File: config.mk
export PLATFORM = sky130hd
export DESIGN_NAME = fetch_stage
export DESIGN_NICKNAME = d
export VERILOG_FILES = /design/src/hw/rv_pkg.sv /design/src/hw/fetch_stage.sv
export VERILOG_INCLUDE_DIRS = /design/src /design/src/hw
export SDC_FILE = /design/constraint.sdc
export NUM_CORES = 2
export LEC_CHECK = 0
export BUFFER_PORTS_ARGS = -buffer_cell sky130_fd_sc_hd__buf_2
export CORE_ASPECT_RATIO = 0.9
export CORE_UTILIZATION = 35
export CTS_BUF_LIST = sky130_fd_sc_hd__clkbuf_2 sky130_fd_sc_hd__clkbuf_4 sky130_fd_sc_hd__clkbuf_8
export DETAILED_ROUTE_END_ITERATION = 7
export GPL_ROUTABILITY_DRIVEN = 1
export SYNTH_ARGS = -nofsm -noshare
export SYNTH_HDL_FRONTEND = slang
export SYNTH_SLANG_ARGS = --single-unit
File: constraint.sdc
create_clock -name clk -period 6.4 [get_ports clk]
set_input_delay 1.28 -clock clk [delete_from_list [all_inputs] [get_ports clk]]
set_output_delay 1.28 -clock clk [all_outputs]
set_load 0.01 [all_outputs]
File: src/hw/rv_consts.svh
`ifndef RV_CONSTS_SVH
`define RV_CONSTS_SVH

// datapath and storage sizes
`define RV_XLEN        32
`define RV_NREG        32
`define RV_IMEM_DEPTH  64
`define RV_RESET_PC    32'h0000_0000

// major opcode field, instr[6:0]
`define RV_OP_OP       7'b0110011
`define RV_OP_OPIMM    7'b0010011
`define RV_OP_LUI      7'b0110111
`define RV_OP_LOAD     7'b0000011
`define RV_OP_STORE    7'b0100011
`define RV_OP_BRANCH   7'b1100011

`endif

File: src/hw/rv_pkg.sv
`include "rv_consts.svh"

package rv_pkg;

  typedef logic [`RV_XLEN-1:0]          word_t;
  typedef logic [$clog2(`RV_NREG)-1:0]  reg_idx_t;

  typedef enum logic [2:0]
  {
    ALU_ADD,
    ALU_SUB,
    ALU_AND,
    ALU_OR,
    ALU_XOR,
    ALU_SLT,
    ALU_PASSB
  } alu_op_t;

  //////////////////////////////////////////////////
  // stage boundaries, valid low marks a bubble
  //////////////////////////////////////////////////

  typedef struct packed
  {
    logic   valid;
    word_t  pc;
    word_t  instr;
  } if_id_t;

  typedef struct packed
  {
    logic      valid;
    word_t     pc;
    reg_idx_t  rs1;
    reg_idx_t  rs2;
    reg_idx_t  rd;
    word_t     rs1_val;
    word_t     rs2_val;
    word_t     imm;
    alu_op_t   alu_op;
    logic      use_imm;
    logic      reg_write;
    logic      mem_read;
    logic      mem_write;
    logic      is_branch;
    logic      branch_ne;
  } id_ex_t;

  typedef struct packed
  {
    logic      valid;
    reg_idx_t  rd;
    word_t     alu_res;
    word_t     store_data;
    logic      reg_write;
    logic      mem_read;
    logic      mem_write;
  } ex_mem_t;

  typedef struct packed
  {
    logic      valid;
    reg_idx_t  rd;
    word_t     result;
    logic      reg_write;
  } mem_wb_t;

  // data memory request packet
  typedef struct packed
  {
    logic   we;
    word_t  addr;
    word_t  wdata;
  } dmem_req_t;

endpackage

File: src/hw/fetch_stage.sv
`timescale 1ns/100ps
`include "rv_consts.svh"

module fetch_stage (
  input  logic                               clk,
  input  logic                               rst,
  input  logic                               stall,
  input  logic                               redirect,
  input  logic [`RV_XLEN-1:0]                redirect_pc,
  input  logic                               prog_we,
  input  logic [$clog2(`RV_IMEM_DEPTH)-1:0]  prog_addr,
  input  logic [`RV_XLEN-1:0]                prog_data,
  output rv_pkg::if_id_t                     if_out
);

  import rv_pkg::*;

  localparam int IMEM_AW = $clog2(`RV_IMEM_DEPTH);

  word_t pc;
  word_t imem [0:`RV_IMEM_DEPTH-1];

  // program port, usable while the core sits in reset
  always_ff @(posedge clk)
  begin
    if (prog_we)
      imem[prog_addr] <= prog_data;
  end

  // redirect wins over a stall
  always_ff @(posedge clk)
  begin
    if (rst)
      pc <= `RV_RESET_PC;
    else if (redirect)
      pc <= redirect_pc;
    else if (!stall)
      pc <= pc + 32'd4;
  end

  always_comb
  begin
    // outside the memory the fetch is a bubble
    if_out.valid = (pc[`RV_XLEN-1:IMEM_AW+2] == '0);
    if_out.pc    = pc;
    if_out.instr = imem[pc[IMEM_AW+1:2]];
  end

endmodule

Word-level counts from Yosys, hierarchy flattened
Memories as Yosys holds them, arrays and structs flattened. A register that Yosys moved wholly into a read port is not among the register bits.
Cells that the tools add are included.

storage, ports and cells
  register bits after elaboration = 32
  RAM bits = 2048
  input bits = 75
  output and inout port bits = 65
  memories = 1

memories
  memory  words  bits a word  rd ports  clocked after Yosys merged registers in  write ports  line               text
  imem    64     32           1         1                                        1            fetch_stage.sv:21  word_t imem [0:`RV_IMEM_DEPTH-1];

operators by class
  $add $sub $neg = 1
  eq/ne operators = 1
  multiplexer cells = 6
  reduce and logical (&&, ||, !) cells = 1

operators by type and width
  kind                                                             number
  32-bit two-way mux                                               2
  32-bit by 3-bit adder with 32-bit output, second input constant  1
  24-bit zero test                                                 1
  6-bit two-way mux                                                2
  1-bit two-way mux                                                2
  2-bit by 1-bit != test with 1-bit output, second input constant  1

Logic depth before layout (Yosys ltp)
  depth in word-level cells = 5
  gate-level depth with buffers = 10

Worst setup path after synthesis
Ideal clock, no wire load.

  path type = in2reg
  start = input port prog_addr[5]
  end = memory imem[48][0] (netlist name), enable pin
  library setup time = 0.461 ns
  data arrival time = 4.166 ns
  data required time = 5.939 ns
  path slack = 1.773 ns
  stages on the path = 4
  cell sequence = clkbuf_1 nand3_1 or3_1 nor3_1

RTL lines
  what         line               text
  from (decl)  fetch_stage.sv:11  input logic [$clog2(`RV_IMEM_DEPTH)-1:0] prog_addr,
  to (decl)    fetch_stage.sv:21

No word-level cell before the write port.

==> impl_metrics.py <==
metrics = {
    "status": {
        "outcome": "complete, no violations",
    },
    "final_layout": {
        "ff_latch_area_um2": 62300,
        "fillers": 20100,
        "multi_input_area_um2": 17400,
        "syn_to_final_growth_pct": 14.0,
        "nets": 4155,
        "layout-drive-gt1-share_pct": 32.7,
        "fin_cells": 7352,
    },
    "critical_path": {
        "crit_path_max_fanout": 54,
        "crit_path_start_kind": "register",
        "path_buf_inv": 3,
        "crit_family": "compound AO/OA/AOI/OAI gates",
        "path_class": "reg2out",
        "critPathMaxStageDelay_ps": 840,
        "worstPathCellList": "buf_12 > mux4_2 > mux2i_1 > nor2_1 > a311oi_1 > nor4_1 > buf_4 > buf_2",
        "cp.arrival_ps": 4630,
        "r2r_end": "pc[28]",
        "cp-end-kind": "primary output",
        "slowest_stage": "a311oi_1",
        "rr_startpoint": "pc[3]",
        "rr_worst_depth": 6,
        "r2r_slack_ps": 4290,
        "cp_data_required_time_ps": 5120,
    },
    "flow_run": {
        "max_cap_violations": 0,
    },
    "timing": {
        "hold_violations": 0,
        "slew_headroom_pct": 9.73,
        "setup_viol": 0,
        "skew_ps": 32.5,
        "min_period_over_period_pct": 92.4,
        "grt_setup_unrepaired": "no",
        "final_max_slew_viol_count": 0,
        "fin_ws_ps": 488,
        "fin_tns_setup_ps": 0,
        "fmax_ghz": 0.169,
        "tightest_slew_ps": 1340,
        "period_needed_ps": 5910,
    },
    "cts": {
        "cts_made_buffers": 337,
        "ctsResizeCount": 0,
        "clk_latency_ps": 980,
        "htreeDepth": 5,
        "clk_path_buf_depth": 4,
        "cts.clk_slew.worst_paths_ps": 60,
        "postCtsSetupBuffers": 0,
        "cts-hold-fix-buffers": 0,
        "clock-sinks": 2086,
        "tritoncts": "yes",
        "cts_root_buf": "clkbuf_8",
    },
    "logic_synthesis": {
        "ys_async_sr_fraction_pct": 0,
        "synth_edf_count": 2048,
        "ys_seq_elements": 2086,
        "synth_cells": 3659,
        "ys_seq_area_share_pct": 77.5,
        "ys_warn_count": 0,
        "synth_fp_nets": 3735,
        "synthFlopType": "edfxtp_1",
        "ys_types": 50,
        "avgSynthCellArea_um2": 22.0,
        "syn_area_um2": 80400,
    },
    "floorplanning": {
        "die_w_um": 507,
        "dieArea_um2": 232000,
        "fp-row-count": 166,
        "start_util_pct": 35.3,
        "die_height_um": 457,
        "num_io_pins": 140,
        "core_um2": 228000,
    },
    "power": {
        "max-vdd-ir-drop_mv": 0.215,
        "p_leak_nw": 27.8,
        "power_density_nw_per_um2": 302,
        "power_mw": 27.6,
    },
    "routing": {
        "avgRoutedWirePerCell_um": 28.9,
        "drc_errors": 0,
        "num_vias": 40000,
        "via_per_inst": 5.44,
        "drt_iter0_drc": 4445,
        "ant_nets": 0,
        "first_pass_iters": 6,
        "wirelength_mm": 213,
    },
    "placement": {
        "hpwlAfterDp_mm": 119,
        "dp_slack_ps": 1500,
        "gp_congestion": 0.794,
        "port_buffers": 139,
        "dpl.cell_count": 6764,
    },
    "global_route": {
        "grt_usage_pct": 18.2,
        "grt_max_degree": 82,
        "gr-total-overflow": 0,
        "grt_pass1_wl_mm": 300,
        "grt_pass1_vias": 40200,
        "antenna_found_initial": 25,
    },
    "hold_path": {
        "hp-class": "reg2reg",
        "min_from": "pc[0]",
        "hold_depth": 2,
        "min_to": "pc[0]",
    },
}
-- worst reg2reg max path: stages, from the launching register on --
cell and delay (ps):
dfxtp_1 390, ha_1 220, and3b_1 270, nand4_1 350, nor4_1 460, xnor2_1 120, a211oi_1 220
-- power by group --
group          total, mW  leakage [nW]  internal [mW]  switching (mW)
Clock               10.7          3.25           5.65            5.09
Combinational       1.69          5.77          0.659            1.04
Sequential          15.2          18.7           15.1          0.0766
Total               27.6          27.8           21.4            6.21
-- logic make-up (layout without fill, tap and decap cells) --
logic type	after synthesis	count (layout)	synth area share, %
flops	2086	2086	77.5
mux	672	672	16.0
simple gates	398	398	2.50
compound gates	272	272	2.30
buf+inv	208	856	1.49
xor+xnor	22	22	0.240
fa+ha+maj	1	1	0.0156
other cells	0	21	0
-- worst max path at each step --
stage,cells past startpoint,slack (ps),end,from
final,8,490,if_out[29],register
after global routing,8,350,if_out[19],register
after detailed placement,8,1500,if_out[29],register
after global placement,7,1280,if_out[14],register
after CTS,8,430,if_out[29],register
after floorplan,4,1770,imem[48][0],prog_addr[5]
-- per-layer routing --
layer,global-route usage (%),vias to the layer above,part of all wire (%)
li1,-,16400,-
met1,25.3,21400,42
met2,28.0,1817,46
met3,3.97,369,8.1
met4,6.85,8,3.6
met5,0,-,0.027
-- cells in the final DEF, fill, tap and decap left out, types with 9 or more instances in the layout --
cell	instances
nand2_1	52
clkbuf_4	104
xnor2_1	20
a22oi_1	20
clkinv_1	73
a211oi_1	33
a21oi_1	57
mux2_2	68
nor2_4	62
clkbuf_8	348
a311oi_1	35
buf_2	139
nor2b_1	35
nor4_1	33
buf_12	13
nand3b_1	9
mux4_2	482
nand4_1	12
nand2b_1	36
dfxtp_1	32
or3_1	13
edfxtp_1	2048
o22ai_1	87
mux2i_1	122
diode_2	21
buf_4	131
nor3_1	17
clkinv_2	35
nor2_1	77
nand3_1	21
-- cell usage after synthesis, types with 21 or more instances --
library cell	count	area, µm²
a21oi_1	57	285
nor4_1	36	225
edfxtp_1	2048	61500
a311oi_1	35	307
mux2_2	68	766
buf_2	69	345
a211oi_1	33	248
nor2_1	140	526
clkbuf_1	63	236
buf_6	24	270
mux2i_1	122	1220
nor2b_1	35	219
mux4_2	482	10900
nand2b_1	36	225
dfxtp_1	38	761
nand3_1	21	105
buf_4	40	300
o22ai_1	87	544
nand2_1	52	195
-- layout make-up --
class	count	share of cell area, %
Timing Repair Buffer	283	2.12
Clock buffer	452	6.08
Multi-Input combinational cell	1365	19.0
Antenna cell	21	0.0574
Inverter	6	0.0246
Tap cell	3024	4.13
Sequential cell	2086	68.0
Clock inverter	115	0.577
-- per-stage QoR --
stage               util [%]  area, µm²  hold WS [ps]
finish                  40.2      91600           501
global route            40.2      91600           506
CTS                     40.2      91500           491
detailed placement      37.5      85400           504
global placement        37.5      85400           473
floorplan                  -      80400           531
-- flip-flops by register name, summed over array words and instances, names as in the netlist, named ones only --
name  count
imem   2048
pc       32
Power figures use the tool's default switching activity.
