**config.mk**
```make
export PLATFORM = sky130hd
export DESIGN_NAME = regfile
export DESIGN_NICKNAME = d
export VERILOG_FILES = /design/src/hw/rv_pkg.sv /design/src/hw/regfile.sv
export VERILOG_INCLUDE_DIRS = /design/src /design/src/hw
export SDC_FILE = /design/constraint.sdc
export NUM_CORES = 2
export LEC_CHECK = 0
export BUFFER_PORTS_ARGS = -buffer_cell sky130_fd_sc_hd__buf_4
export CORE_UTILIZATION = 40
export DETAILED_ROUTE_END_ITERATION = 16
export GPL_TIMING_DRIVEN = 0
export HOLD_SLACK_MARGIN = 0.15
export MAX_ROUTING_LAYER = met4
export SLEW_MARGIN = 20
export SYNTH_ARGS = -nofsm -noshare
export SYNTH_HDL_FRONTEND = slang
export SYNTH_SLANG_ARGS = --single-unit
```
**constraint.sdc**
```tcl
create_clock -name clk -period 7.99 [get_ports clk]
set_clock_uncertainty 0.15 [all_clocks]
set_input_delay 0.799 -clock clk [delete_from_list [all_inputs] [get_ports clk]]
set_output_delay 0.799 -clock clk [all_outputs]
set_load 0.01 [all_outputs]
```
**src/hw/rv_consts.svh**
```systemverilog
`ifndef RV_CONSTS_SVH
`define RV_CONSTS_SVH

// datapath and storage sizes
`define RV_XLEN        32
`define RV_NREG        32
`define RV_IMEM_DEPTH  64
`define RV_RESET_PC    32'h0000_0000

// major opcode field, instr[6:0]
`define RV_OP_OP       7'b0110011
`define RV_OP_OPIMM    7'b0010011
`define RV_OP_LUI      7'b0110111
`define RV_OP_LOAD     7'b0000011
`define RV_OP_STORE    7'b0100011
`define RV_OP_BRANCH   7'b1100011

`endif

```
**src/hw/rv_pkg.sv**
```systemverilog
`include "rv_consts.svh"

package rv_pkg;

  typedef logic [`RV_XLEN-1:0]          word_t;
  typedef logic [$clog2(`RV_NREG)-1:0]  reg_idx_t;

  typedef enum logic [2:0]
  {
    ALU_ADD,
    ALU_SUB,
    ALU_AND,
    ALU_OR,
    ALU_XOR,
    ALU_SLT,
    ALU_PASSB
  } alu_op_t;

  //////////////////////////////////////////////////
  // stage boundaries, valid low marks a bubble
  //////////////////////////////////////////////////

  typedef struct packed
  {
    logic   valid;
    word_t  pc;
    word_t  instr;
  } if_id_t;

  typedef struct packed
  {
    logic      valid;
    word_t     pc;
    reg_idx_t  rs1;
    reg_idx_t  rs2;
    reg_idx_t  rd;
    word_t     rs1_val;
    word_t     rs2_val;
    word_t     imm;
    alu_op_t   alu_op;
    logic      use_imm;
    logic      reg_write;
    logic      mem_read;
    logic      mem_write;
    logic      is_branch;
    logic      branch_ne;
  } id_ex_t;

  typedef struct packed
  {
    logic      valid;
    reg_idx_t  rd;
    word_t     alu_res;
    word_t     store_data;
    logic      reg_write;
    logic      mem_read;
    logic      mem_write;
  } ex_mem_t;

  typedef struct packed
  {
    logic      valid;
    reg_idx_t  rd;
    word_t     result;
    logic      reg_write;
  } mem_wb_t;

  // data memory request packet
  typedef struct packed
  {
    logic   we;
    word_t  addr;
    word_t  wdata;
  } dmem_req_t;

endpackage

```
**src/hw/regfile.sv**
```systemverilog
`timescale 1ns/100ps
`include "rv_consts.svh"

module regfile (
  input  logic              clk,
  input  logic              rst,
  input  rv_pkg::reg_idx_t  rs1_addr,
  input  rv_pkg::reg_idx_t  rs2_addr,
  output rv_pkg::word_t     rs1_val,
  output rv_pkg::word_t     rs2_val,
  input  rv_pkg::mem_wb_t   wb,
  input  rv_pkg::reg_idx_t  dbg_addr,
  output rv_pkg::word_t     dbg_data
);

  import rv_pkg::*;

  word_t regs [0:`RV_NREG-1];
  logic  we;

  // x0 is never stored
  assign we = wb.valid && wb.reg_write && (wb.rd != '0);

  always_ff @(posedge clk)
  begin
    if (we)
      regs[wb.rd] <= wb.result;
  end

  // same-cycle write shows through, so writeback needs no extra path
  function automatic word_t read_port(input reg_idx_t addr, input word_t stored,
                                      input logic wr_en, input mem_wb_t wr);
    word_t val;
    if (addr == '0)
      val = '0;
    else if (wr_en && wr.rd == addr)
      val = wr.result;
    else
      val = stored;
    return val;
  endfunction

  assign rs1_val = read_port(rs1_addr, regs[rs1_addr], we, wb);
  assign rs2_val = read_port(rs2_addr, regs[rs2_addr], we, wb);

  always_ff @(posedge clk)
  begin
    if (rst)
      dbg_data <= '0;
    else
      dbg_data <= read_port(dbg_addr, regs[dbg_addr], we, wb);
  end

endmodule

```
# ---- After elaboration in Yosys (flattened, before gate mapping)
# Memory sizes are Yosys's and may differ from the RTL's. A register that Yosys moved wholly into a read port is not among the register bits.
# Cells that the tools add are included.
dict set report word_totals {
  regBits 0
  mem_bits_rw 1024
  in_bits 56
  out_inout_bits 96
  wordCells 18
  mem_count 1
}
# name words width read_ports rd_ports_with_merged_regs wr line
set memory_table {}
lappend memory_table {regs 32 32 3 1 1 regfile.sv:18} ;# word_t regs [0:`RV_NREG-1];
dict set report op_classes {
  eq_ne 2
  muxes 6
  reduce_logical 9
}
# operator count
set ops {}
lappend ops {{$mux 32} 4}
lappend ops {{$logic_not 5->1} 3}
lappend ops {{$eq 5x5->1} 2}
lappend ops {{$reduce_bool 5->1} 1}
lappend ops {{$logic_and 1x1->1} 4}
lappend ops {{$mux 1} 2}
lappend ops {{$reduce_or 2->1} 1}

# ---- Depth between registers and ports, before layout
dict set report depth {
  ltp_word 5
  depth_mapped 11
  ltp_nobuf 6
}

# ---- Worst setup path before layout
# OpenSTA, ideal clock, no wires.
dict set report synth_timing {
  kind {input-to-reg}
  start {input port wb[33] (netlist name)}
  end {memory regs[28][0] (netlist name) (enable)}
  setup_ns 0.421
  arrival_time_ns 3.009
  t_required_ns 7.419
  slack_ns 4.410
  cell_stages 4
  cell_sequence {buf_4 -> or4_1 -> clkbuf_1 -> nor2_1}
}
dict set report synth_between {
  elab_chain_cells 4
}
# item line
set synth_rtl {}
lappend synth_rtl {{from (decl)} regfile.sv:11} ;# input rv_pkg::mem_wb_t wb,
lappend synth_rtl {{$reduce_bool 5->1} regfile.sv:22} ;# assign we = wb.valid && wb.reg_write && (wb.rd != '0);
lappend synth_rtl {{$logic_and 1x1->1} regfile.sv:22}
lappend synth_rtl {{$mux 1} regfile.sv:26} ;# if (we)
lappend synth_rtl {{$mux 1 (not written as such)} regfile.sv:27} ;# regs[wb.rd] <= wb.result;
lappend synth_rtl {{to (decl)} regfile.sv:18}
# Parallel ways exist; a longest one is shown, timed or not.

# ---- Worst setup path after layout
dict set report layout_timing {
  start {input port rs2_addr[1]}
  end {output port rs2_val[22]}
}
dict set report layout_between {
  elab_chain_cells 4
  word_cells_on_any_way 6
}
# item line
set layout_rtl {}
lappend layout_rtl {{from (decl)} regfile.sv:8} ;# input rv_pkg::reg_idx_t rs2_addr,
lappend layout_rtl {{parallel branches: the longest is 3 deep, another holds $mem_v2 32x32} n/a}
lappend layout_rtl {{$mux 32 *} regfile.sv:34} ;# if (addr == '0)
lappend layout_rtl {{to (decl)} regfile.sv:10} ;# output rv_pkg::word_t rs2_val,
# Every way passes the cells marked *.

==> flow_summary.json <==
{
  "grt_pass1_vias": 43300,
  "p_leak_nw": 23.8,
  "first_pass_iters": 13,
  "grt_remaining_overflow": 0,
  "p_seq_share_pct": 42.0,
  "post_cts_resized": 0,
  "clk_latency_ns": 0.80,
  "syn_area_sq_um": 58500,
  "ys_seq_area_share_pct": 53.6,
  "power_mw": 14.7,
  "final_antenna_net_count": 0,
  "postCtsHoldBufs": 0,
  "initial_core_util_pct": 40.3,
  "routabilityCongestion": 1.10,
  "fin_setup_tns_ns": 0,
  "root_buffer": "clkbuf_16",
  "synth_area_leader_cell": "edfxtp_1",
  "cap_violations": 0,
  "worstSetupStartpointType": "input pin",
  "hold_class": "in2reg",
  "dpl-instance-area_sq_um": 64800,
  "fin_cells": 6153,
  "synth_top_area_share_pct": 52.5,
  "yosysWarnings": 0,
  "whs_ns": 0.322,
  "io_buffer_count": 143,
  "ys_ff_latch": 1056,
  "tightestPinTransition_ns": 1.40,
  "setup_viol": 0,
  "drc_errors": 0,
  "hpwl_mm": 261,
  "track_usage_pct": 50.8,
  "layout_commonest_cell": "edfxtp_1",
  "synth-edff-count": 1024,
  "cts_buffer_depth": 3,
  "pwr-share-clk_pct": 41.4,
  "grt_max_degree": 36,
  "r2r_end": "dbg_data[23]",
  "max_freq_ghz": 0.139,
  "power_density_nw_per_um2": 213,
  "drt_iter0_drc": 10600,
  "arrival_ns": 6.27,
  "tritoncts": "yes",
  "clock_sink_count": 1056,
  "reg2reg_depth": 4,
  "vias": 48700,
  "async_reset_ff_share_pct": 0,
  "hold_viol_final": 0,
  "synth_area_leaders": "edfxtp_1, mux4_2, mux2i_1, a22oi_1, a221oi_1",
  "wirelength_mm": 371,
  "die_w_um": 385,
  "dp.cells": 5866,
  "die_h_um": 385,
  "synth_area_per_cell_sq_um": 15.9,
  "nets": 4127,
  "fin_crit_ns": 7.22,
  "relSlewSlack_pct": 6.70,
  "cts.htree.levels": 3,
  "layout_common_cells": "edfxtp_1, mux2i_1, mux4_2, buf_4, a22oi_1",
  "postCtsSetupBuffers": 0,
  "layout-drive-gt1-share_pct": 31.0,
  "power_frac_comb_pct": 16.6,
  "netlist_instances": 3675,
  "setup.worst_path.start": "rs2_addr[1]",
  "rows": 140,
  "final_util_pct": 47.6,
  "dieArea_sq_um": 148000,
  "path_clk_slew_ns": 0.06,
  "area_delta_synth_final_pct": 18.1,
  "ir_drop_mv": 0.206,
  "r2r-start": "regs[4][23]",
  "core_sq_um": 145000,
  "grt_pass1_wl_mm": 461,
  "detail_route.wl_per_cell_um": 60.3,
  "critPathKind": "in2out",
  "worstSetupEndpointType": "primary output",
  "worstPathMaxFanout": 12,
  "intPower_mw": 10.3,
  "ioPinCount": 152,
  "detailedPlace.worstSlack_ns": 1.56,
  "required_ns": 7.04,
  "numCtsBuffers": 120,
  "antenna_found_initial": 45,
  "finalWorstSetupSlack_ns": 0.772,
  "final_max_slew_viol_count": 0,
  "fin_crit_sh_pct": 90.3,
  "synth_top_flop_cell": "edfxtp_1",
  "synth_cell_type_count": 81,
  "num-fill-cells": 12600,
  "r2r_slack_ns": 5.01,
  "final_area_sq_um": 69100,
  "rsz0062_at_grt": "no",
  "endpoint": "rs2_val[22]",
  "viasPerCell": 7.91,
  "p_switching_mw": 4.38,
  "sw_frac_of_total_pct": 29.8,
  "status": "finished, final reports clean"
}
==> registers in the layout, indices dropped and copies added (netlist names) <==
| register | count |
|---|---|
| regs | 1024 |
| dbg_data | 32 |
==> routing by layer <==
layer	wire (um)	global-route usage, %	up-vias
met5	0	-	-
met4	30700	34.6	0
met3	69400	29.6	1378
met2	143000	63.7	5657
met1	127000	60.1	25200
li1	-	-	16500
==> critical path: stages <==
cell and delay (ns):
buf_4 0.34, buf_2 0.45, clkinv_1 1.00, nand2_1 0.62, buf_2 0.78, o22ai_1 0.62
nor4_1 0.37, nor3_1 0.09, nor3_1 0.86, buf_4 0.26
==> worst min-delay path by stage <==
stage	startpoint	endpoint	slack (ns)	cells past startpoint
2_1_floorplan	regs[0][10]	dbg_data[10]	0.64	5
5_1_grt	wb[29]	regs[19][28]	0.32	1
3_3_place_gp	regs[30][24]	dbg_data[24]	0.79	4
3_5_place_dp	regs[31][16]	dbg_data[16]	0.79	4
6_report	wb[6]	regs[28][5]	0.32	1
4_1_cts	wb[8]	regs[18][7]	0.28	1
==> kinds of logic (layout without fill, tap and decap cells) <==
kind of cell | Yosys count | count (layout) | synth area share (%)
multiplexers | 1101 | 1101 | 29.8
flip-flops | 1056 | 1056 | 53.6
AO/OA/AOI/OAI | 645 | 645 | 8.16
AND/OR/NAND/NOR | 516 | 516 | 4.26
buffers and inverters | 341 | 811 | 3.89
XOR/XNOR | 15 | 15 | 0.224
other | 1 | 92 | 0.00641
==> cells in the mapped netlist, types with 19 or more instances <==
| master | n |
|---|---|
| o221ai_1 | 29 |
| o21ai_0 | 56 |
| clkbuf_1 | 101 |
| dfxtp_1 | 32 |
| nor2_1 | 132 |
| a211oi_1 | 33 |
| nor3_1 | 120 |
| nand2_1 | 116 |
| nand3_1 | 50 |
| buf_2 | 109 |
| mux2_2 | 33 |
| mux4_2 | 474 |
| mux2i_1 | 565 |
| o22ai_1 | 100 |
| a21oi_1 | 57 |
| buf_4 | 33 |
| edfxtp_1 | 1024 |
| a22oi_1 | 127 |
| a221oi_1 | 85 |
| nand2b_1 | 19 |
| mux4_1 | 28 |
| buf_8 | 21 |
| buf_6 | 37 |
| a32o_1 | 32 |
==> layout make-up <==
| class | count | area [sq um] | area share [%] |
|---|---|---|---|
| antenna | 60 | 150 | 0.217 |
| clock buffer | 143 | 3150 | 4.55 |
| buffer | 331 | 2320 | 3.36 |
| clock inverter | 84 | 1060 | 1.53 |
| inverter | 10 | 37.5 | 0.0543 |
| tap | 1917 | 2400 | 3.47 |
| timing repair buffer | 243 | 3320 | 4.80 |
| sequential | 1056 | 31400 | 45.4 |
| multi-input combinational | 2309 | 25300 | 36.6 |
==> power groups by stage <==
stage | registers [mW] | logic, mW | clock network [mW]
5_1_grt | 6.18 | 2.33 | 6.21
4_1_cts | 6.18 | 2.24 | 6.03
2_1_floorplan | 6.29 | 0.990 | 0
3_5_place_dp | 6.29 | 2.23 | 0
3_3_place_gp | 6.30 | 2.18 | 0
6_report | 6.18 | 2.44 | 6.09
(Power assumes the default switching activity.)
