## src/hw/rv_consts.svh

```systemverilog
`ifndef RV_CONSTS_SVH
`define RV_CONSTS_SVH

// datapath and storage sizes
`define RV_XLEN        32
`define RV_NREG        32
`define RV_IMEM_DEPTH  64
`define RV_RESET_PC    32'h0000_0000

// major opcode field, instr[6:0]
`define RV_OP_OP       7'b0110011
`define RV_OP_OPIMM    7'b0010011
`define RV_OP_LUI      7'b0110111
`define RV_OP_LOAD     7'b0000011
`define RV_OP_STORE    7'b0100011
`define RV_OP_BRANCH   7'b1100011

`endif

```

## src/hw/rv_pkg.sv

```systemverilog
`include "rv_consts.svh"

package rv_pkg;

  typedef logic [`RV_XLEN-1:0]          word_t;
  typedef logic [$clog2(`RV_NREG)-1:0]  reg_idx_t;

  typedef enum logic [2:0]
  {
    ALU_ADD,
    ALU_SUB,
    ALU_AND,
    ALU_OR,
    ALU_XOR,
    ALU_SLT,
    ALU_PASSB
  } alu_op_t;

  //////////////////////////////////////////////////
  // stage boundaries, valid low marks a bubble
  //////////////////////////////////////////////////

  typedef struct packed
  {
    logic   valid;
    word_t  pc;
    word_t  instr;
  } if_id_t;

  typedef struct packed
  {
    logic      valid;
    word_t     pc;
    reg_idx_t  rs1;
    reg_idx_t  rs2;
    reg_idx_t  rd;
    word_t     rs1_val;
    word_t     rs2_val;
    word_t     imm;
    alu_op_t   alu_op;
    logic      use_imm;
    logic      reg_write;
    logic      mem_read;
    logic      mem_write;
    logic      is_branch;
    logic      branch_ne;
  } id_ex_t;

  typedef struct packed
  {
    logic      valid;
    reg_idx_t  rd;
    word_t     alu_res;
    word_t     store_data;
    logic      reg_write;
    logic      mem_read;
    logic      mem_write;
  } ex_mem_t;

  typedef struct packed
  {
    logic      valid;
    reg_idx_t  rd;
    word_t     result;
    logic      reg_write;
  } mem_wb_t;

  // data memory request packet
  typedef struct packed
  {
    logic   we;
    word_t  addr;
    word_t  wdata;
  } dmem_req_t;

endpackage

```

## src/hw/execute_stage.sv

```systemverilog
`timescale 1ns/100ps

module execute_stage (
  input  logic             clk,
  input  logic             rst,
  input  logic             stall,
  input  rv_pkg::id_ex_t   ex_in,
  input  rv_pkg::ex_mem_t  fwd_mem,
  input  rv_pkg::mem_wb_t  fwd_wb,
  output rv_pkg::ex_mem_t  ex_out,
  output logic             redirect,
  output rv_pkg::word_t    redirect_pc,
  output logic             halted
);

  import rv_pkg::*;

  word_t op_a;
  word_t rs2_fwd;
  word_t op_b;
  word_t alu_res;
  logic  taken;

  //////////////////////////////////////////////////
  // forwarding
  //////////////////////////////////////////////////

  // memory stage first, then writeback; loads in memory are covered by the bubble
  function automatic word_t forward(input reg_idx_t src, input word_t reg_val,
                                    input ex_mem_t m, input mem_wb_t w);
    word_t val;
    if (src == '0)
      val = reg_val;
    else if (m.valid && m.reg_write && !m.mem_read && m.rd == src)
      val = m.alu_res;
    else if (w.valid && w.reg_write && w.rd == src)
      val = w.result;
    else
      val = reg_val;
    return val;
  endfunction

  assign op_a    = forward(ex_in.rs1, ex_in.rs1_val, fwd_mem, fwd_wb);
  assign rs2_fwd = forward(ex_in.rs2, ex_in.rs2_val, fwd_mem, fwd_wb);
  assign op_b    = ex_in.use_imm ? ex_in.imm : rs2_fwd;

  always_comb
  begin
    alu_res = '0;
    case (ex_in.alu_op)
      ALU_ADD:   alu_res = op_a + op_b;
      ALU_SUB:   alu_res = op_a - op_b;
      ALU_AND:   alu_res = op_a & op_b;
      ALU_OR:    alu_res = op_a | op_b;
      ALU_XOR:   alu_res = op_a ^ op_b;
      ALU_SLT:   alu_res[0] = ($signed(op_a) < $signed(op_b));
      ALU_PASSB: alu_res = op_b;
      default:   alu_res = '0;
    endcase
  end

  //////////////////////////////////////////////////
  // branch resolve
  //////////////////////////////////////////////////

  assign taken       = ex_in.valid && ex_in.is_branch && ((op_a == rs2_fwd) ^ ex_in.branch_ne);
  assign redirect_pc = ex_in.pc + ex_in.imm;
  // held until memory lets the pipe move
  assign redirect    = taken && !stall;

  // a taken branch onto itself parks the core
  always_ff @(posedge clk)
  begin
    if (rst)
      halted <= 1'b0;
    else if (redirect && redirect_pc == ex_in.pc)
      halted <= 1'b1;
  end

  always_comb
  begin
    ex_out.valid      = ex_in.valid;
    ex_out.rd         = ex_in.rd;
    ex_out.alu_res    = alu_res;
    ex_out.store_data = rs2_fwd;
    ex_out.reg_write  = ex_in.reg_write;
    ex_out.mem_read   = ex_in.mem_read;
    ex_out.mem_write  = ex_in.mem_write;
  end

endmodule

```

## config.mk

```make
export PLATFORM = sky130hd
export DESIGN_NAME = execute_stage
export DESIGN_NICKNAME = d
export VERILOG_FILES = /design/src/hw/rv_pkg.sv /design/src/hw/execute_stage.sv
export VERILOG_INCLUDE_DIRS = /design/src /design/src/hw
export SDC_FILE = /design/constraint.sdc
export NUM_CORES = 1
export LEC_CHECK = 0
export ABC_AREA = 0
export BUFFER_PORTS_ARGS = -buffer_cell sky130_fd_sc_hd__buf_2
export CAP_MARGIN = 20
export CELL_PAD_IN_SITES_DETAIL_PLACEMENT = 1
export CELL_PAD_IN_SITES_GLOBAL_PLACEMENT = 1
export CORE_UTILIZATION = 36
export DETAILED_ROUTE_END_ITERATION = 7
export PLACE_DENSITY_LB_ADDON = 0.15
export RECOVER_POWER = 100
export SYNTH_ARGS = -nofsm -noshare
export SYNTH_HDL_FRONTEND = slang
export SYNTH_SLANG_ARGS = --single-unit
```

## constraint.sdc

```tcl
create_clock -name clk -period 6.4 [get_ports clk]
set_input_delay 0.64 -clock clk [delete_from_list [all_inputs] [get_ports clk]]
set_output_delay 0.64 -clock clk [all_outputs]
set_load 0.005 [all_outputs]
```

[After elaboration in Yosys (flattened, before gate mapping)]
Index checks and enable logic that the tools add are counted.
Storage, ports and cells
  register bits: 1
  input bits: 268
  logic and storage cells: 46
  output and inout bits: 107
Cells by class
  reductions and logical operators: 16
  bitwise operators: 4
  multiplexer cells: 9
  add/sub/neg operators: 3
  equality and inequality tests: 12
  magnitude comparators: 1
Operator list (count)
  $mux W32: 7
  $pmux W31 S6: 1
  $add A32 B32 Y32: 2
  $eq A32 B32 Y1: 2
  $and A32 B32 Y32: 1
  $lt A32 B32 Y1: 1
  $or A32 B32 Y32: 1
  $sub A32 B32 Y32: 1
  $xor A32 B32 Y32: 1
  $eq A5 B5 Y1: 4
  $logic_and A1 B1 Y1: 11
  $logic_not A5 Y1: 2
  $eq A3 B3 Y1 const B: 3
  $pmux W1 S7: 1
  $eq A3 B2 Y1 const B: 2
  $eq A3 B1 Y1 const B: 1
  $logic_not A3 Y1: 1
  $logic_not A1 Y1: 2
  $xor A1 B1 Y1: 1

[Depth between registers and ports, before layout]
  word-level depth: 10
  mapped depth: 23
  mapped depth without buffers: 22

[Least setup slack after synthesis]
No wires, ideal clock.
  kind: input-to-output
  from: input ex_in[111] in the netlist's numbering
  to: output ex_out[64] in the netlist's numbering
  data required time: 5.760 ns
  cell stages on the path: 18
  path slack: 0.916 ns
  arrival: 4.844 ns
  path buffers: 1
  cell sequence: or4_4 > o22a_1 > buf_2 > o221a_2 > mux2i_1 > inv_1 > ha_1 > o21bai_1 > a21oi_1 > o21ai_1 > a311o_1 > a41oi_2 > nor3_1 > o31ai_2 > o31ai_1 > a21oi_1 > a221o_1 > a21o_1
RTL lines
  start, declared: line execute_stage.sv:7  | input rv_pkg::id_ex_t ex_in,
  end, declared: line execute_stage.sv:10  | output rv_pkg::ex_mem_t ex_out,

==> key figures <==
Floorplanning
  • Io pins: 375
  • Core area: roughly 28000 µm²
  • Core Rows: 61
  • Die area: around 30000 µm²
  • Die width: between 150 and 200 µm
  • Initial Utilization: a little under two fifths
  • Die height: around 170 µm

Layout
  • Most frequent cells in the layout: 279 x buf_2, 136 x inv_1, 132 x ha_1
  • Final core utilization: 45.2%
  • Largest Register: halted
  • Most common cell after layout, fill and taps aside: buf_2
  • Max FFs per register: 1
  • Final nets: approximately 2300
  • Largest registers: halted (1)
  • Layout cells sized above 1: around a quarter
  • Area growth from synthesis to layout: 22.4%

Power and ir drop
  • Peak supply drop: ~0.045 mV
  • Power Total: between 0.001 and 0.0015 W
  • Pwr/cell area: 108 nW/µm²
  • Int Pwr: roughly 0.00057 W
  • Seq pwr share: less than 1%
  • Clock network power share: 0%
  • Leakage power: ~6 nW
  • Net Sw Frac: about three fifths
  • Combinational share of power: just under 100%
  • P_sw: between 0.0007 and 0.0008 W

Synth
  • Synthesized area: about 10000 µm²
  • Gate Count Post-Synth: around 1600
  • Synth unique cells: 93
  • Sequential area share after synthesis: 0.193%
  • Synth warn: 0
  • Async S/R FF share, synth: 0%
  • Synth Flop Type: dfxtp_1
  • Flops & latches, synth: 1
  • Number of synthesized flops with an enable pin: 0
  • Synth Net Count: ~2000
  • Syn Area/Cell: roughly 6.7 µm²

Critical path
  • R2R Path End: halted$_SDFFE_PP0P_
  • Most frequent CP cell: buf_4
  • CP max stage delay: 580 ps
  • CP Depth: 24
  • Worst setup startpoint: ex_in[111]
  • Crit start category: primary input
  • Reg2reg setup slack: between 5000 and 6000 ps
  • CP arrival: about 5600 ps
  • Worst-path cell chain: buf_2 > or4_4 > o22a_1 > buf_12 > o221ai_2 > buf_4 > nor2_1 > a21oi_1 > inv_1 > ha_1 > inv_2 > a2111oi_1 > o21ai_1 > a311o_1 > a41oi_2 > nor3_1 > o31ai_2 > o31ai_2 > buf_4 > a21oi_1 > and3_1 > o21ai_0 > buf_4 > buf_2
  • R2R cell count: 2
  • Worst path bufs/invs: 8
  • Critical Path Sink Type: primary output
  • Reg-to-Reg Start: halted$_SDFFE_PP0P_
  • CP required: 5760 ps
  • Crit path max-delay family: compound AO/OA/AOI/OAI gates
  • Worst setup path endpoint: ex_out[62]
  • CP Class: primary input to primary output
  • Crit-path max FO: 20
  • Slowest cell on crit path: or4_4

Placed design
  • Placer congestion estimate: between 0.9 and 1
  • PortBufs: about 330
  • Hpwl dp: about 45000 µm

Timing
  • Slew Limit Headroom: about a third
  • TNS Setup: 0 ps
  • Fin crit share: between 90% and 100%
  • Hold Fails Final Rpt: 0
  • Clk_skew: 0 ps
  • Slew @ Worst Pin: a little over 1000 ps
  • FMAX: approximately 0.16 GHz
  • Fin crit period: between 6000 and 7000 ps
  • Final slew viol count: 0
  • Final setup fails: 0

Status
  • Status: finished, final reports clean

Global routing
  • Initial antenna violation count: 5
  • First-pass GRT wire length: approximately 75000 µm
  • GRT Total Usage: roughly a third
  • Largest net degree at the start of global routing: 65
  • Vias in the first global route: ~13000
  • Total grt overflow: 0

Detailed routing
  • WL final: ~52000 µm
  • Post-DRT Antenna Nets: 0
  • Routed len/inst: 23.3 µm
  • Vias/cell: around 6
  • Initial DRC count: 769
  • Vias: 13300
  • TritonRoute pass-1 iters: 5
  • DRC violations left: 0

CTS
  • Cts hold-fix bufs: 0
  • Clk slew on worst S/H paths: 0 ps
  • Clk_lat worst skew: 0 ps

Min path
  • Min-delay worst type: register to register
  • Hold path depth: 2

Job
  • Max Cap Viol: 0
## how the worst min path moves through the flow
stage	start	to
global placement	halted$_SDFFE_PP0P_	halted$_SDFFE_PP0P_
floorplan	halted$_SDFFE_PP0P_	halted$_SDFFE_PP0P_
detailed placement	halted$_SDFFE_PP0P_	halted$_SDFFE_PP0P_
finish	halted$_SDFFE_PP0P_	halted$_SDFFE_PP0P_
global route	halted$_SDFFE_PP0P_	halted$_SDFFE_PP0P_
CTS	halted$_SDFFE_PP0P_	halted$_SDFFE_PP0P_
## metal layers
metal  GRT usage, %  up-vias  wire length, µm  share of wire, %
met4           13.4        2             2170               4.1
met2           57.8      489            24700                47
met3           4.65       94             3170               6.0
met5              0        -               11             0.021
li1               -     6272                -                 -
met1           43.0     6453            22400                43
## power groups by stage
stage / clock [W] / sequential [W] / combinational [W]
floorplan: 0 / 0.00000636 / 0.000821
global placement: 0 / 0.00000636 / 0.00133
detailed placement: 0 / 0.00000636 / 0.00135
CTS: 0 / 0.00000636 / 0.00136
global route: 0.0000000000419 / 0.00000636 / 0.00148
finish: 0.0000000000837 / 0.00000636 / 0.00136
## synth_stat cells (25+ instances only)
cell	number	area [µm²]
buf_2	25	125
a21oi_1	129	646
inv_1	136	510
ha_1	132	1650
or3_1	73	457
nor3_1	34	170
clkbuf_1	67	251
nor2_1	127	477
o21ai_0	90	450
nand2_1	89	334
xor2_1	50	438
xnor2_1	68	596
o221ai_1	63	552
a21o_1	38	285
or2_2	62	388
## tightest hold or removal path: cells and delay by family, from the launching register on
kind	cells	cell delay, ps
compound gates	1	70
buf+inv	1	50
flops	1	290
## timing repair
action                     4_1_cts  5_1_grt
setup buffers                    0        0
resized for setup                0       13
hold endpoints to repair         0        0
setup endpoints to repair        0        9
## cell families (layout without fill, tap and decap cells)
kind of cell	after synthesis	after routing	synth area share [%]
AOI/OAI and AO/OA	517	517	34.4
xor gates and xnor gates	124	124	11.3
adders and majority gates	135	135	16.5
buffers and inverters	251	562	9.85
DFF	1	1	0.193
muxes	23	23	2.35
other	0	4	0
and+or+nand+nor	508	508	25.5
## through the flow
step / std cells / instance area, µm² / setup WS [ps] / hold WS [ps]
CTS: 2248 / 12800 / 117 / 451
global placement: 2248 / 12800 / 204 / 441
finish: 2252 / 12700 / 214 / 471
global route: 2250 / 12700 / -11.5 / 542
floorplan: 1559 / 10400 / 916 / 446
detailed placement: 2248 / 12800 / 138 / 450
## final cells by class
cell class,instances,area (µm²)
Multi-Input combinational cell,1307,9370
Fill cell,3866,15400
Inverter,139,522
Tap cell,378,473
Timing Repair Buffer,423,2310
Antenna cell,4,10.0
Sequential cell,1,20.0
No activity file was read; power rests on OpenSTA's default activity.
