==> config.mk <==
export PLATFORM = sky130hd
export DESIGN_NAME = memory_stage
export DESIGN_NICKNAME = d
export VERILOG_FILES = /design/src/hw/rv_pkg.sv /design/src/hw/memory_stage.sv
export VERILOG_INCLUDE_DIRS = /design/src /design/src/hw
export SDC_FILE = /design/constraint.sdc
export NUM_CORES = 1
export LEC_CHECK = 0
export BUFFER_PORTS_ARGS = -buffer_cell sky130_fd_sc_hd__buf_2
export CAP_MARGIN = 5
export CORE_ASPECT_RATIO = 0.6
export CORE_MARGIN = 2
export CORE_UTILIZATION = 38
export DETAILED_ROUTE_END_ITERATION = 7
export HOLD_SLACK_MARGIN = 0.06
export PLACE_DENSITY = 0.85
export SLEW_MARGIN = 15
export SYNTH_ARGS = -nofsm -noshare
export SYNTH_HDL_FRONTEND = slang
export SYNTH_SLANG_ARGS = --single-unit
==> constraint.sdc <==
create_clock -name clk -period 5.9 [get_ports clk]
set_clock_uncertainty 0.2 [all_clocks]
set_input_delay 0.59 -clock clk [delete_from_list [all_inputs] [get_ports clk]]
set_output_delay 0.59 -clock clk [all_outputs]
set_load 0.01 [all_outputs]
==> src/hw/rv_consts.svh <==
`ifndef RV_CONSTS_SVH
`define RV_CONSTS_SVH

// datapath and storage sizes
`define RV_XLEN        32
`define RV_NREG        32
`define RV_IMEM_DEPTH  64
`define RV_RESET_PC    32'h0000_0000

// major opcode field, instr[6:0]
`define RV_OP_OP       7'b0110011
`define RV_OP_OPIMM    7'b0010011
`define RV_OP_LUI      7'b0110111
`define RV_OP_LOAD     7'b0000011
`define RV_OP_STORE    7'b0100011
`define RV_OP_BRANCH   7'b1100011

`endif

==> src/hw/rv_pkg.sv <==
`include "rv_consts.svh"

package rv_pkg;

  typedef logic [`RV_XLEN-1:0]          word_t;
  typedef logic [$clog2(`RV_NREG)-1:0]  reg_idx_t;

  typedef enum logic [2:0]
  {
    ALU_ADD,
    ALU_SUB,
    ALU_AND,
    ALU_OR,
    ALU_XOR,
    ALU_SLT,
    ALU_PASSB
  } alu_op_t;

  //////////////////////////////////////////////////
  // stage boundaries, valid low marks a bubble
  //////////////////////////////////////////////////

  typedef struct packed
  {
    logic   valid;
    word_t  pc;
    word_t  instr;
  } if_id_t;

  typedef struct packed
  {
    logic      valid;
    word_t     pc;
    reg_idx_t  rs1;
    reg_idx_t  rs2;
    reg_idx_t  rd;
    word_t     rs1_val;
    word_t     rs2_val;
    word_t     imm;
    alu_op_t   alu_op;
    logic      use_imm;
    logic      reg_write;
    logic      mem_read;
    logic      mem_write;
    logic      is_branch;
    logic      branch_ne;
  } id_ex_t;

  typedef struct packed
  {
    logic      valid;
    reg_idx_t  rd;
    word_t     alu_res;
    word_t     store_data;
    logic      reg_write;
    logic      mem_read;
    logic      mem_write;
  } ex_mem_t;

  typedef struct packed
  {
    logic      valid;
    reg_idx_t  rd;
    word_t     result;
    logic      reg_write;
  } mem_wb_t;

  // data memory request packet
  typedef struct packed
  {
    logic   we;
    word_t  addr;
    word_t  wdata;
  } dmem_req_t;

endpackage

==> src/hw/memory_stage.sv <==
`timescale 1ns/100ps

module memory_stage (
  input  logic               clk,
  input  logic               rst,
  input  rv_pkg::ex_mem_t    mem_in,
  output logic               dmem_req,
  output rv_pkg::dmem_req_t  dmem_pkt,
  input  logic               dmem_ack,
  input  rv_pkg::word_t      dmem_rdata,
  output logic               mem_busy,
  output rv_pkg::mem_wb_t    wb_out
);

  import rv_pkg::*;

  typedef enum logic [1:0] {IDLE, WAIT_ACK, WAIT_DROP} hs_state_t;

  hs_state_t state;
  logic      mem_op;
  logic      done;
  logic      start;
  word_t     load_data;

  assign mem_op = mem_in.valid && (mem_in.mem_read || mem_in.mem_write);
  // done marks the one cycle the finished access leaves the stage
  assign start    = (state == IDLE) && mem_op && !done;
  assign mem_busy = mem_op && !done;

  //////////////////////////////////////////////////
  // four-phase handshake
  //////////////////////////////////////////////////

  always_ff @(posedge clk)
  begin
    if (rst)
    begin
      state <= IDLE;
      done  <= 1'b0;
    end
    else
    begin
      case (state)
        IDLE:
        begin
          done <= 1'b0;
          if (start)
            state <= WAIT_ACK;
        end
        WAIT_ACK:
        begin
          if (dmem_ack)
            state <= WAIT_DROP;
        end
        WAIT_DROP:
        begin
          if (!dmem_ack)
          begin
            state <= IDLE;
            done  <= 1'b1;
          end
        end
        default: state <= IDLE;
      endcase
    end
  end

  // rdata is only good while ack is up
  always_ff @(posedge clk)
  begin
    if (state == WAIT_ACK && dmem_ack)
      load_data <= dmem_rdata;
  end

  assign dmem_req       = (state == WAIT_ACK);
  assign dmem_pkt.we    = mem_in.mem_write;
  assign dmem_pkt.addr  = mem_in.alu_res;
  assign dmem_pkt.wdata = mem_in.store_data;

  always_comb
  begin
    wb_out.valid     = mem_in.valid;
    wb_out.rd        = mem_in.rd;
    wb_out.reg_write = mem_in.reg_write;
    wb_out.result    = mem_in.mem_read ? load_data : mem_in.alu_res;
  end

  assert property (@(posedge clk) disable iff (rst)
    dmem_req |=> !dmem_req || $stable(dmem_pkt))
    else $error("memory_stage: dmem_pkt moved under req");

  assert property (@(posedge clk) disable iff (rst)
    $rose(dmem_req) |-> !$past(dmem_ack))
    else $error("memory_stage: req raised while ack high");

endmodule

== Yosys cells after proc, flatten, opt, wreduce, memory -nomap -nowiden ==
Cells that the tools add are included.
Word-level totals
  output and inout port bits: 106
  register bits after elaboration: 35
  input bits: 108
Operators by class
  equal/unequal tests: 5
  mux-type cells: 7
  reductions and logical operators: 11
Operators with widths (number)
  $mux W32: 1
  $mux W2: 3
  $pmux W2 S3: 1
  $logic_and A1 B1 Y1: 5
  $ne A2 B2 Y1 const B: 2
  $reduce_and A3 Y1: 1
  $eq A2 B1 Y1 const B: 1
  $eq A2 B2 Y1 const B: 1
  $logic_not A2 Y1: 1
  $ne A2 B1 Y1 const B: 1
  $pmux W1 S2: 1
  $reduce_and A2 Y1: 1
  $reduce_bool A2 Y1: 1
  $logic_not A1 Y1: 1
  $logic_or A1 B1 Y1: 1
  $mux W1: 1

== Depth between registers and ports, before layout ==
Gate-level depths: netlist of the first run.
  word-level depth: 6
  depth in mapped cells: 4

== Worst setup path before layout of the first run ==
No wires, ideal clock.
  path kind: input port to output port
  start point: input mem_in[1] (netlist name)
  end point: output wb_out[10] (netlist name)
  data arrival time: 1.209 ns
  stages on the path: 3
  slack: 3.901 ns
  buffers on the path: 2
  data required time: 5.110 ns
  cells stage by stage: buf_4 buf_6 mux2_2
RTL lines
  start: declaration: RTL line memory_stage.sv:6  | input rv_pkg::ex_mem_t mem_in,
  end: declaration: RTL line memory_stage.sv:12  | output rv_pkg::mem_wb_t wb_out

==> summary.txt, run 1 <==
initial antenna violation count - 0
Worst slew margin - 51.07%
crit path to - wb_out[10]
Iteration-0 DRC Markers - 17
post-cts sizing count - 0
PD cells - 236.4 mW/mm^2
DR WL met3 - 571 um
fraction of the yosys area taken by sequential cells - 49.79%
R2R depth - 3
register-to-register setup slack - 3920 ps
CTS tree - built
HP Class - input pin to register
hold_sp - dmem_rdata[17]
Cell Area, Synth - 0.002051 mm^2
Setup Viol. Count Final - 0
final slew viol count - 0
RSZ-0062 raised after global routing - no
core footprint - 0.005130 mm^2
Worst VDD drop - 116.8 uV
Final GP Congestion - 0.6858
met2 WL - 1999 um
reg2reg end - load_data[14]
Critical Path Sink Type - primary output
clock slew at reported path FFs - 70 ps
WP data required - 5110 ps
leading cell type by number of instances after synthesis - buf_4
total number of vias - 1,318
Area growth, synth to finish - 13.42%
NetSw - 0.1332 mW
Leakage - 1.058 nW
outcome - complete, no violations
Reg power frac - 51.8%
share of the synthesized area in the top cell type - 46.86%
Die W - 98.84 um
TNS Setup - 0 ps
clk buf depth - 2
switch share - 24.23%
I/O pin count - 214
Final Hold Fails - 0
share of cells above drive strength 1 - 78.76%
IO buf count - 137
total setup buffers inserted after CTS - 0
Die Height - 60.91 um
WL/cell - 14.15 um
fill count - 498
largest net degree at the start of global routing - 34
Worst-Skew Late Latency - 270 ps
first-pass GRT wire length - 5913 um
max frequency - 0.3975 GHz
Placed Area - 0.002245 mm^2
Post-DRT Antenna Nets - 0
Top FF cell, synth - edfxtp_1
average size of a mapped cell - 13.15 um^2
Yosys cell types - 16
number of diodes - 0
CTS sink count - 35
DR DRC count - 0
Post-Syn Nets - 264
crit share post-route - 42.64%
final wirelength - 4133 um
commonest cells in the netlist - buf_4, edfxtp_1, mux2_2
Async SR Flop Fraction - 0%
full die area - 0.006020 mm^2
critical path fanouts, max - 33
Worst EP arrival - 1730 ps
top routing layer used - met4
FP Rows - 20
CP Launch Point - mem_in[1]
vias in the first global route - 1,290
Post-synth EDFFs - 32
GRT Resource Usage Total - 13.24%
post-DR vias/cell - 4.514
Initial Util - 39.98%
Worst setup SP type - input pin
Crit Path Class - input pin to primary output
drt pass-1 iters - 4
Pint - 0.4166 mW
DP Wirelength - 3320 um
Ys Warns - 0
routed metal-1 wirelength - 1530 um
Clock Tree Root - clkbuf_8
Util after Layout - 45.34%
gate count of the mapped netlist - 156
Hold Buf Count CTS - 0
Yosys reg bits - 35
CTS buffer count - 5
grt ovf - 0
post-synth top area cell - edfxtp_1
Tmin final - 2516 ps
Clock Power Share - 30.1%
Worst Tran Pin Value - 734.0 ps
maxcap violations - 0
CTS H-Tree Depth - 2
fin area - 0.002326 mm^2
Reg-to-Reg Start - state[0]
hold_ws - 283.0 ps
Final Net Count - 333
logic gate share of total power - 18.1%
top post-synthesis cells by area - edfxtp_1, buf_4, mux2_2
[logic make-up after synthesis]
family	count (synthesis)	synth area share, %
AND/OR/NAND/NOR	10	2.990
XOR/XNOR	1	0.4272
multiplexers	32	17.57
buffers and inverters	76	28.37
AO/OA/AOI/OAI	2	0.8543
flip-flops	35	49.79
[layer usage]
layer,global-route usage [%],up-vias
met5,0,-
met4,4.110,0
met3,8.180,6
met2,22.59,105
met1,14.02,603
li1,-,604
[critical path, stage by stage]
cell,delay (ps)
buf_2,560
mux2_2,420
buf_2,140
[power groups by stage]
stage	logic (mW)	clock network (mW)	registers (mW)
after CTS	0.102	0.176	0.285
after floorplan	0.0911	0	0.289
after global routing	0.109	0.187	0.286
after detailed placement	0.102	0	0.290
after global placement	0.0994	0	0.290
final	0.0995	0.166	0.285
[layout by cell type (no fill, tap or decap), types with 2 or more instances in the layout]
| cell type | Yosys | layout |
|---|---|---|
| edfxtp_1 | 32 | 32 |
| dfxtp_1 | 3 | 3 |
| clkbuf_8 | 0 | 5 |
| clkbuf_1 | 0 | 2 |
| mux2_2 | 32 | 32 |
| nor2_1 | 3 | 3 |
| buf_2 | 0 | 137 |
[area by class of cell]
class | count | area [um^2] | share of cell area (%)
sequential | 35 | 1021 | 43.89
timing repair buffer | 138 | 693.2 | 29.80
multi-input combinational | 45 | 447.9 | 19.26
tap | 66 | 82.58 | 3.550
clock buffer | 7 | 76.32 | 3.281
clock inverter | 1 | 5.005 | 0.2152
[flip-flops by register name, summed over array words and instances (netlist names)]
register,flops
done,1
load_data,32
state,2
[per-stage QoR]
step / worst slack (ps) / total power [mW] / cells
after floorplan: 3901 / 0.3804 / 156
after global placement: 3369 / 0.3895 / 284
after detailed placement: 3350 / 0.3918 / 284
after CTS: 3343 / 0.5625 / 292
after global routing: 3280 / 0.5812 / 292
final: 3384 / 0.5498 / 292
[how the worst min path moves through the flow]
stage	to	slack, ps	depth (start not counted)
finish	load_data[17]	280	1
global route	load_data[0]	260	1
CTS	load_data[29]	270	1
detailed placement	done	350	2
global placement	done	330	2
floorplan	done	300	2
(Power assumes the default switching activity.)
==> inputs of run 2 (changes only) <==
--- a/config.mk
+++ b/config.mk
@@ -10,10 +10,10 @@
 export CAP_MARGIN = 5
 export CORE_ASPECT_RATIO = 0.6
 export CORE_MARGIN = 2
-export CORE_UTILIZATION = 38
+export CORE_UTILIZATION = 32
 export DETAILED_ROUTE_END_ITERATION = 7
 export HOLD_SLACK_MARGIN = 0.06
-export PLACE_DENSITY = 0.85
+export PLACE_DENSITY = 0.76
 export SLEW_MARGIN = 15
 export SYNTH_ARGS = -nofsm -noshare
 export SYNTH_HDL_FRONTEND = slang
==> constraint.sdc (replaced) <==
create_clock -name clk -period 2.1 [get_ports clk]
set_clock_uncertainty 0.2 [all_clocks]
set_input_delay 0.21 -clock clk [delete_from_list [all_inputs] [get_ports clk]]
set_output_delay 0.21 -clock clk [all_outputs]
set_load 0.01 [all_outputs]
==> run 2 against run 1 <==
Effect of this change: clock-buffer cell count is 1 lower; critical path depth is 2 higher; total power rose to 3.4 times the previous value; wire length is 18% higher; register-to-register slack got worse by 3400 ps; cell area is 20% higher; final cell count up 19%; largest power group unchanged; clock power rose to 4.3 times the previous value; critical path type is now input pin to register; worst setup slack got worse by 3000 ps; sequential share of layout area shrank 7.3 points; worst hold slack lost 170 ps.
==> summary.txt, run 2 (same netlist as run 1, synthesis figures left out) <==
outcome - complete, no violations
Layout Cells excl Fill - 348 (+19%)
Worst setup SP type - input pin
placed cells - 304 (+7.0%)
number of diodes - 0 (unchanged)
Worst slew margin - 84.03% (+33 points)
RSZ-0062 raised after global routing - no
Clock Tree Root - clkbuf_8
drt pass-1 iters - 4 (unchanged)
full die area - 0.007086 mm^2 (+18%)
top flop regs - load_data (32), state (2), done (1)
CTS H-Tree Depth - 2 (unchanged)
critical path fanouts, max - 4 (-88%)
total number of vias - 1,474 (+12%)
most used cell, CP - dlygate4sd3_1
commonest non-fill, non-tap cells in the layout - buf_2, dlygate4sd3_1, mux2_2, edfxtp_1, clkbuf_8
Die W - 107.4 um (+8.6%)
Worst path max stage delay - 570 ps (about the same)
Worst EP arrival - 1750 ps (+20 ps)
final wirelength - 4875 um (+18%)
Area growth, synth to finish - 35.94%
IO buf count - 137 (unchanged)
crit share post-route - 82.65%
Die Height - 66.01 um (+8.4%)
Leakage - 1.249 nW (+18%)
NetSw - 0.3928 mW (+190%)
Worst-Skew Late Latency - 270 ps (about the same)
Initial Util - 33.26% (-6.7 points)
max FFs per register - 32 (unchanged)
post-DR vias/cell - 4.236 (-6.2%)
DR DRC count - 0 (unchanged)
max frequency - 0.5761 GHz
initial antenna violation count - 0 (unchanged)
I/O pin count - 214 (unchanged)
WL/cell - 14.01 um (-1.0%)
final slew viol count - 0 (unchanged)
clk buf depth - 2 (unchanged)
grt ovf - 0 (unchanged)
CTS sink count - 35 (unchanged)
Crit Path Class - input pin to register
Placed Area - 0.002295 mm^2 (+2.2%)
Setup Viol. Count Final - 0 (unchanged)
switch share - 21.19% (-3.0 points)
vias in the first global route - 1,522 (+18%)
Reg power frac - 43.2% (-8.6 points)
FP Rows - 22 (+10%)
Post-DRT Antenna Nets - 0 (unchanged)
Final GP Congestion - 0.7064 (+3.0%)
clock slew at reported path FFs - 70 ps (about the same)
DP Wirelength - 3483 um (+4.9%)
Pint - 1.461 mW (+250%)
largest net degree at the start of global routing - 34 (unchanged)
fin area - 0.002788 mm^2 (+20%)
post-cts sizing count - 0 (unchanged)
CTS tree - built
PD cells - 664.9 mW/mm^2 (+180%)
TNS Setup - 0 ps (unchanged)
share of cells above drive strength 1 - 68.56% (-10 points)
Clock Power Share - 38.4% (+8.3 points)
Util after Layout - 45.21% (-0.13 points)
commonest non-fill, non-tap cell in the layout - buf_2
Iteration-0 DRC Markers - 25 (+8)
first-pass GRT wire length - 6969 um (+18%)
HP Class - input pin to register
Critical Path Sink Type - register
Tmin final - 1736 ps
Worst Tran Pin Value - 239.6 ps (-494.4 ps)
worst-path cell chain - dlygate4sd3_1 -> buf_2 -> o21ba_2 -> nor3_1 -> dlygate4sd3_1
Worst VDD drop - 334.0 uV (+190%)
register name with the most flops - load_data
slowest CP cell - dlygate4sd3_1
GRT Resource Usage Total - 13.05% (-0.18 points)
maxcap violations - 0 (unchanged)
core footprint - 0.006166 mm^2 (+20%)
logic gate share of total power - 18.5% (+0.4 points)
WP data required - 2120 ps (-2990 ps)
Power, Total - 1.853 mW (+240%)
CTS buffer count - 5 (unchanged)
Final Hold Fails - 0 (unchanged)
Final Net Count - 371 (+11%)
-- run 2: cell count changes in the layout (fill, tap and decap cells not counted), sizes merged --
cell	delta
clkbuf	-1
clkinv	-1
buf	+2
bufinv	+2
dlygate4sd3	+36
-- run 2: critical path: cells and delay by family --
kind / cells / cell delay (ps)
simple gates: 1 / 110
compound gates: 1 / 190
buf+inv: 3 / 1250
-- run 2: power groups by stage --
stage	registers, mW	clock network [mW]	logic, mW
floorplan	0.813	0	0.256
global placement	0.814	0	0.288
detailed placement	0.815	0	0.292
CTS	0.800	0.741	0.344
global route	0.802	0.769	0.370
finish	0.800	0.711	0.342
-- run 2: path summary, 6_finish.rpt --
path / startpoint / to / slack (ps) / cells after the start
worst max register to register: state[0] / load_data[5] / 570 / 3
worst min register to register: done / state[0] / 390 / 2
worst max-delay path: dmem_ack / done / 360 / 5
worst min-delay path: mem_in[0] / state[0] / 110 / 3
-- run 2: final cells by class --
class / count / area [um^2]
Fill cell: 586 / 3378
Timing Repair Buffer: 176 / 1081
Clock buffer: 6 / 72.57
Tap cell: 84 / 105.1
Multi-Input combinational cell: 45 / 447.9
Clock inverter: 2 / 60.06
Sequential cell: 35 / 1021
-- run 2: what timing repair did --
item / 4_1_cts / 5_1_grt
hold buffers: 36 / 0
endpoints found under the hold margin: 35 / 0
setup buffers: 0 / 0
-- run 2: per-stage QoR --
stage,setup WS [ps],hold slack [ps]
after floorplan,131.3,86.03
after global placement,622.7,186.8
after detailed placement,575.6,188.1
after CTS,400.3,87.17
after global routing,335.6,93.07
final,364.3,109.8
-- run 2: per-layer routing --
layer  global-route usage, %  up-vias  part of all wire [%]
li1                        -      683                     -
met1                   13.45      669                    38
met2                   22.94      111                    49
met3                   7.192       11                    13
met4                   4.167        0                  0.92
met5                       0        -                     0
==> inputs of run 3 (changes only) <==
==> constraint.sdc (replaced) <==
create_clock -name clk -period 1.55 [get_ports clk]
set_clock_uncertainty 0.2 [all_clocks]
set_input_delay 0.155 -clock clk [delete_from_list [all_inputs] [get_ports clk]]
set_output_delay 0.155 -clock clk [all_outputs]
set_load 0.01 [all_outputs]
==> run 3 against run 2 <==
Effect of this change: clock power grew 11%; via count fell by 0.81%; worst setup slack worse by 280 ps; combinational power is 38% higher; final cell count is 0.57% lower; register-to-register slack got worse by 420 ps; critical endpoint is now mem_busy; largest cell class unchanged; highest routed layer unchanged.
==> summary.txt, run 3 (same netlist as run 1, synthesis figures left out) <==
outcome - complete, no violations
Final GP Congestion - 0.6561 (-7.1%)
IO buf count - 137 (unchanged)
top flop regs - load_data (32), state (2), done (1)
Die W - 107.4 um (unchanged)
CTS tree - built
Util after Layout - 45.11% (-0.10 points)
HP Class - input pin to register
grt ovf - 0 (unchanged)
Worst path max stage delay - 540 ps (-30 ps)
core footprint - 0.006166 mm^2 (unchanged)
CP bufs+invs - 3 (unchanged)
Post-DRT Antenna Nets - 0 (unchanged)
PD cells - 844.0 mW/mm^2 (+27%)
WL/cell - 13.97 um (-0.25%)
FP Rows - 22 (unchanged)
Iteration-0 DRC Markers - 30 (+20%)
RSZ-0062 raised after global routing - no
max frequency - 0.6845 GHz
maxcap violations - 0 (unchanged)
full die area - 0.007086 mm^2 (unchanged)
hold_ws - 68.36 ps (-41.41 ps)
Layout Cells excl Fill - 346 (-0.57%)
Crit Path Class - input pin to primary output
Die Height - 66.01 um (unchanged)
Worst slew margin - 86.19% (+2.2 points)
Clock Tree Root - clkbuf_8
WP data required - 1190 ps (-930 ps)
number of diodes - 0 (unchanged)
worst-path cell chain - dlygate4sd3_1 -> buf_2 -> nand2b_1 -> nor2_1 -> buf_2
drt pass-1 iters - 4 (unchanged)
Initial Util - 33.26% (unchanged)
max FFs per register - 32 (unchanged)
commonest non-fill, non-tap cells in the layout - buf_2, dlygate4sd3_1, mux2_2, edfxtp_1, clkbuf_8
post-DR vias/cell - 4.225 (-0.24%)
Worst setup SP type - input pin
Worst Tran Pin Value - 205.3 ps (-34.26 ps)
commonest non-fill, non-tap cell in the layout - buf_2
Final Hold Fails - 0 (unchanged)
clock slew at reported path FFs - 70 ps (about the same)
GRT Resource Usage Total - 13.34% (+0.28 points)
placed cells - 304 (unchanged)
fin area - 0.002781 mm^2 (-0.22%)
DR DRC count - 0 (unchanged)
CTS sink count - 35 (unchanged)
total number of vias - 1,462 (-0.81%)
post-route setup slack - 88.97 ps (-275.3 ps)
first-pass GRT wire length - 7100 um (+1.9%)
Worst EP arrival - 1110 ps (-640 ps)
Worst-Skew Late Latency - 270 ps (about the same)
critical path fanouts, max - 2 (-2)
register name with the most flops - load_data
CTS buffer count - 5 (unchanged)
final slew viol count - 0 (unchanged)
crit share post-route - 94.26%
Placed Area - 0.002322 mm^2 (+1.2%)
CTS H-Tree Depth - 2 (unchanged)
initial antenna violation count - 0 (unchanged)
cell family with most CP delay - buffers and inverters
final wirelength - 4835 um (-0.82%)
Worst VDD drop - 449.7 uV (+35%)
vias in the first global route - 1,438 (-5.5%)
share of cells above drive strength 1 - 69.85% (+1.3 points)
Critical Path Sink Type - primary output
largest net degree at the start of global routing - 34 (unchanged)
Leakage - 1.238 nW (-0.90%)
I/O pin count - 214 (unchanged)
Final Net Count - 369 (-0.54%)
Tmin final - 1461 ps
TNS Setup - 0 ps (unchanged)
Power, Total - 2.348 mW (+27%)
dpl ws - 146.3 ps (-429.4 ps)
clk buf depth - 2 (unchanged)
Area growth, synth to finish - 35.63%
most used cell, CP - buf_2
slowest CP cell - dlygate4sd3_1
DP Wirelength - 3406 um (-2.2%)
Setup Viol. Count Final - 0 (unchanged)
==> run 3: path summary, 6_finish.rpt <==
path,start,end,slack [ps],cells after the start
hold / removal,mem_in[0],state[0],70,3
setup reg to reg,state[1],load_data[18],150,3
hold reg to reg,state[0],done,340,2
setup / recovery,mem_in[72],mem_busy,90,5
==> run 3: worst min-delay path, cell delays in order <==
cell	delay, ps
buf_2	110
nor2_1	140
o31ai_1	100
==> run 3: report_power, final <==
group	total (mW)	internal [mW]	switching (mW)
Combinational	0.472	0.271	0.201
Sequential	1.08	1.07	0.0120
Clock	0.791	0.471	0.320
==> run 3: metal layers <==
metal / global-route usage [%] / up-vias / part of all wire, %
li1: - / 679 / -
met3: 6.207 / 12 / 11
met5: 0 / - / 0
met2: 21.52 / 108 / 46
met4: 4.167 / 0 / 1.1
met1: 15.96 / 663 / 42
==> run 3: area by class of cell <==
| class | instances | area, um^2 |
|---|---|---|
| clock buffers | 5 | 68.82 |
| repair buffers | 174 | 1091 |
| fillers | 576 | 3385 |
| multi-input cells | 45 | 455.4 |
| flip-flops and latches | 35 | 1022 |
| clock inverters | 3 | 38.79 |
| well taps | 84 | 105.1 |
==> run 3: what timing repair did <==
action,CTS,global route
endpoints found under the setup margin,0,1
hold buffers,36,0
buffers inserted,0,0
hold endpoints to repair,35,0
resized for setup,0,2
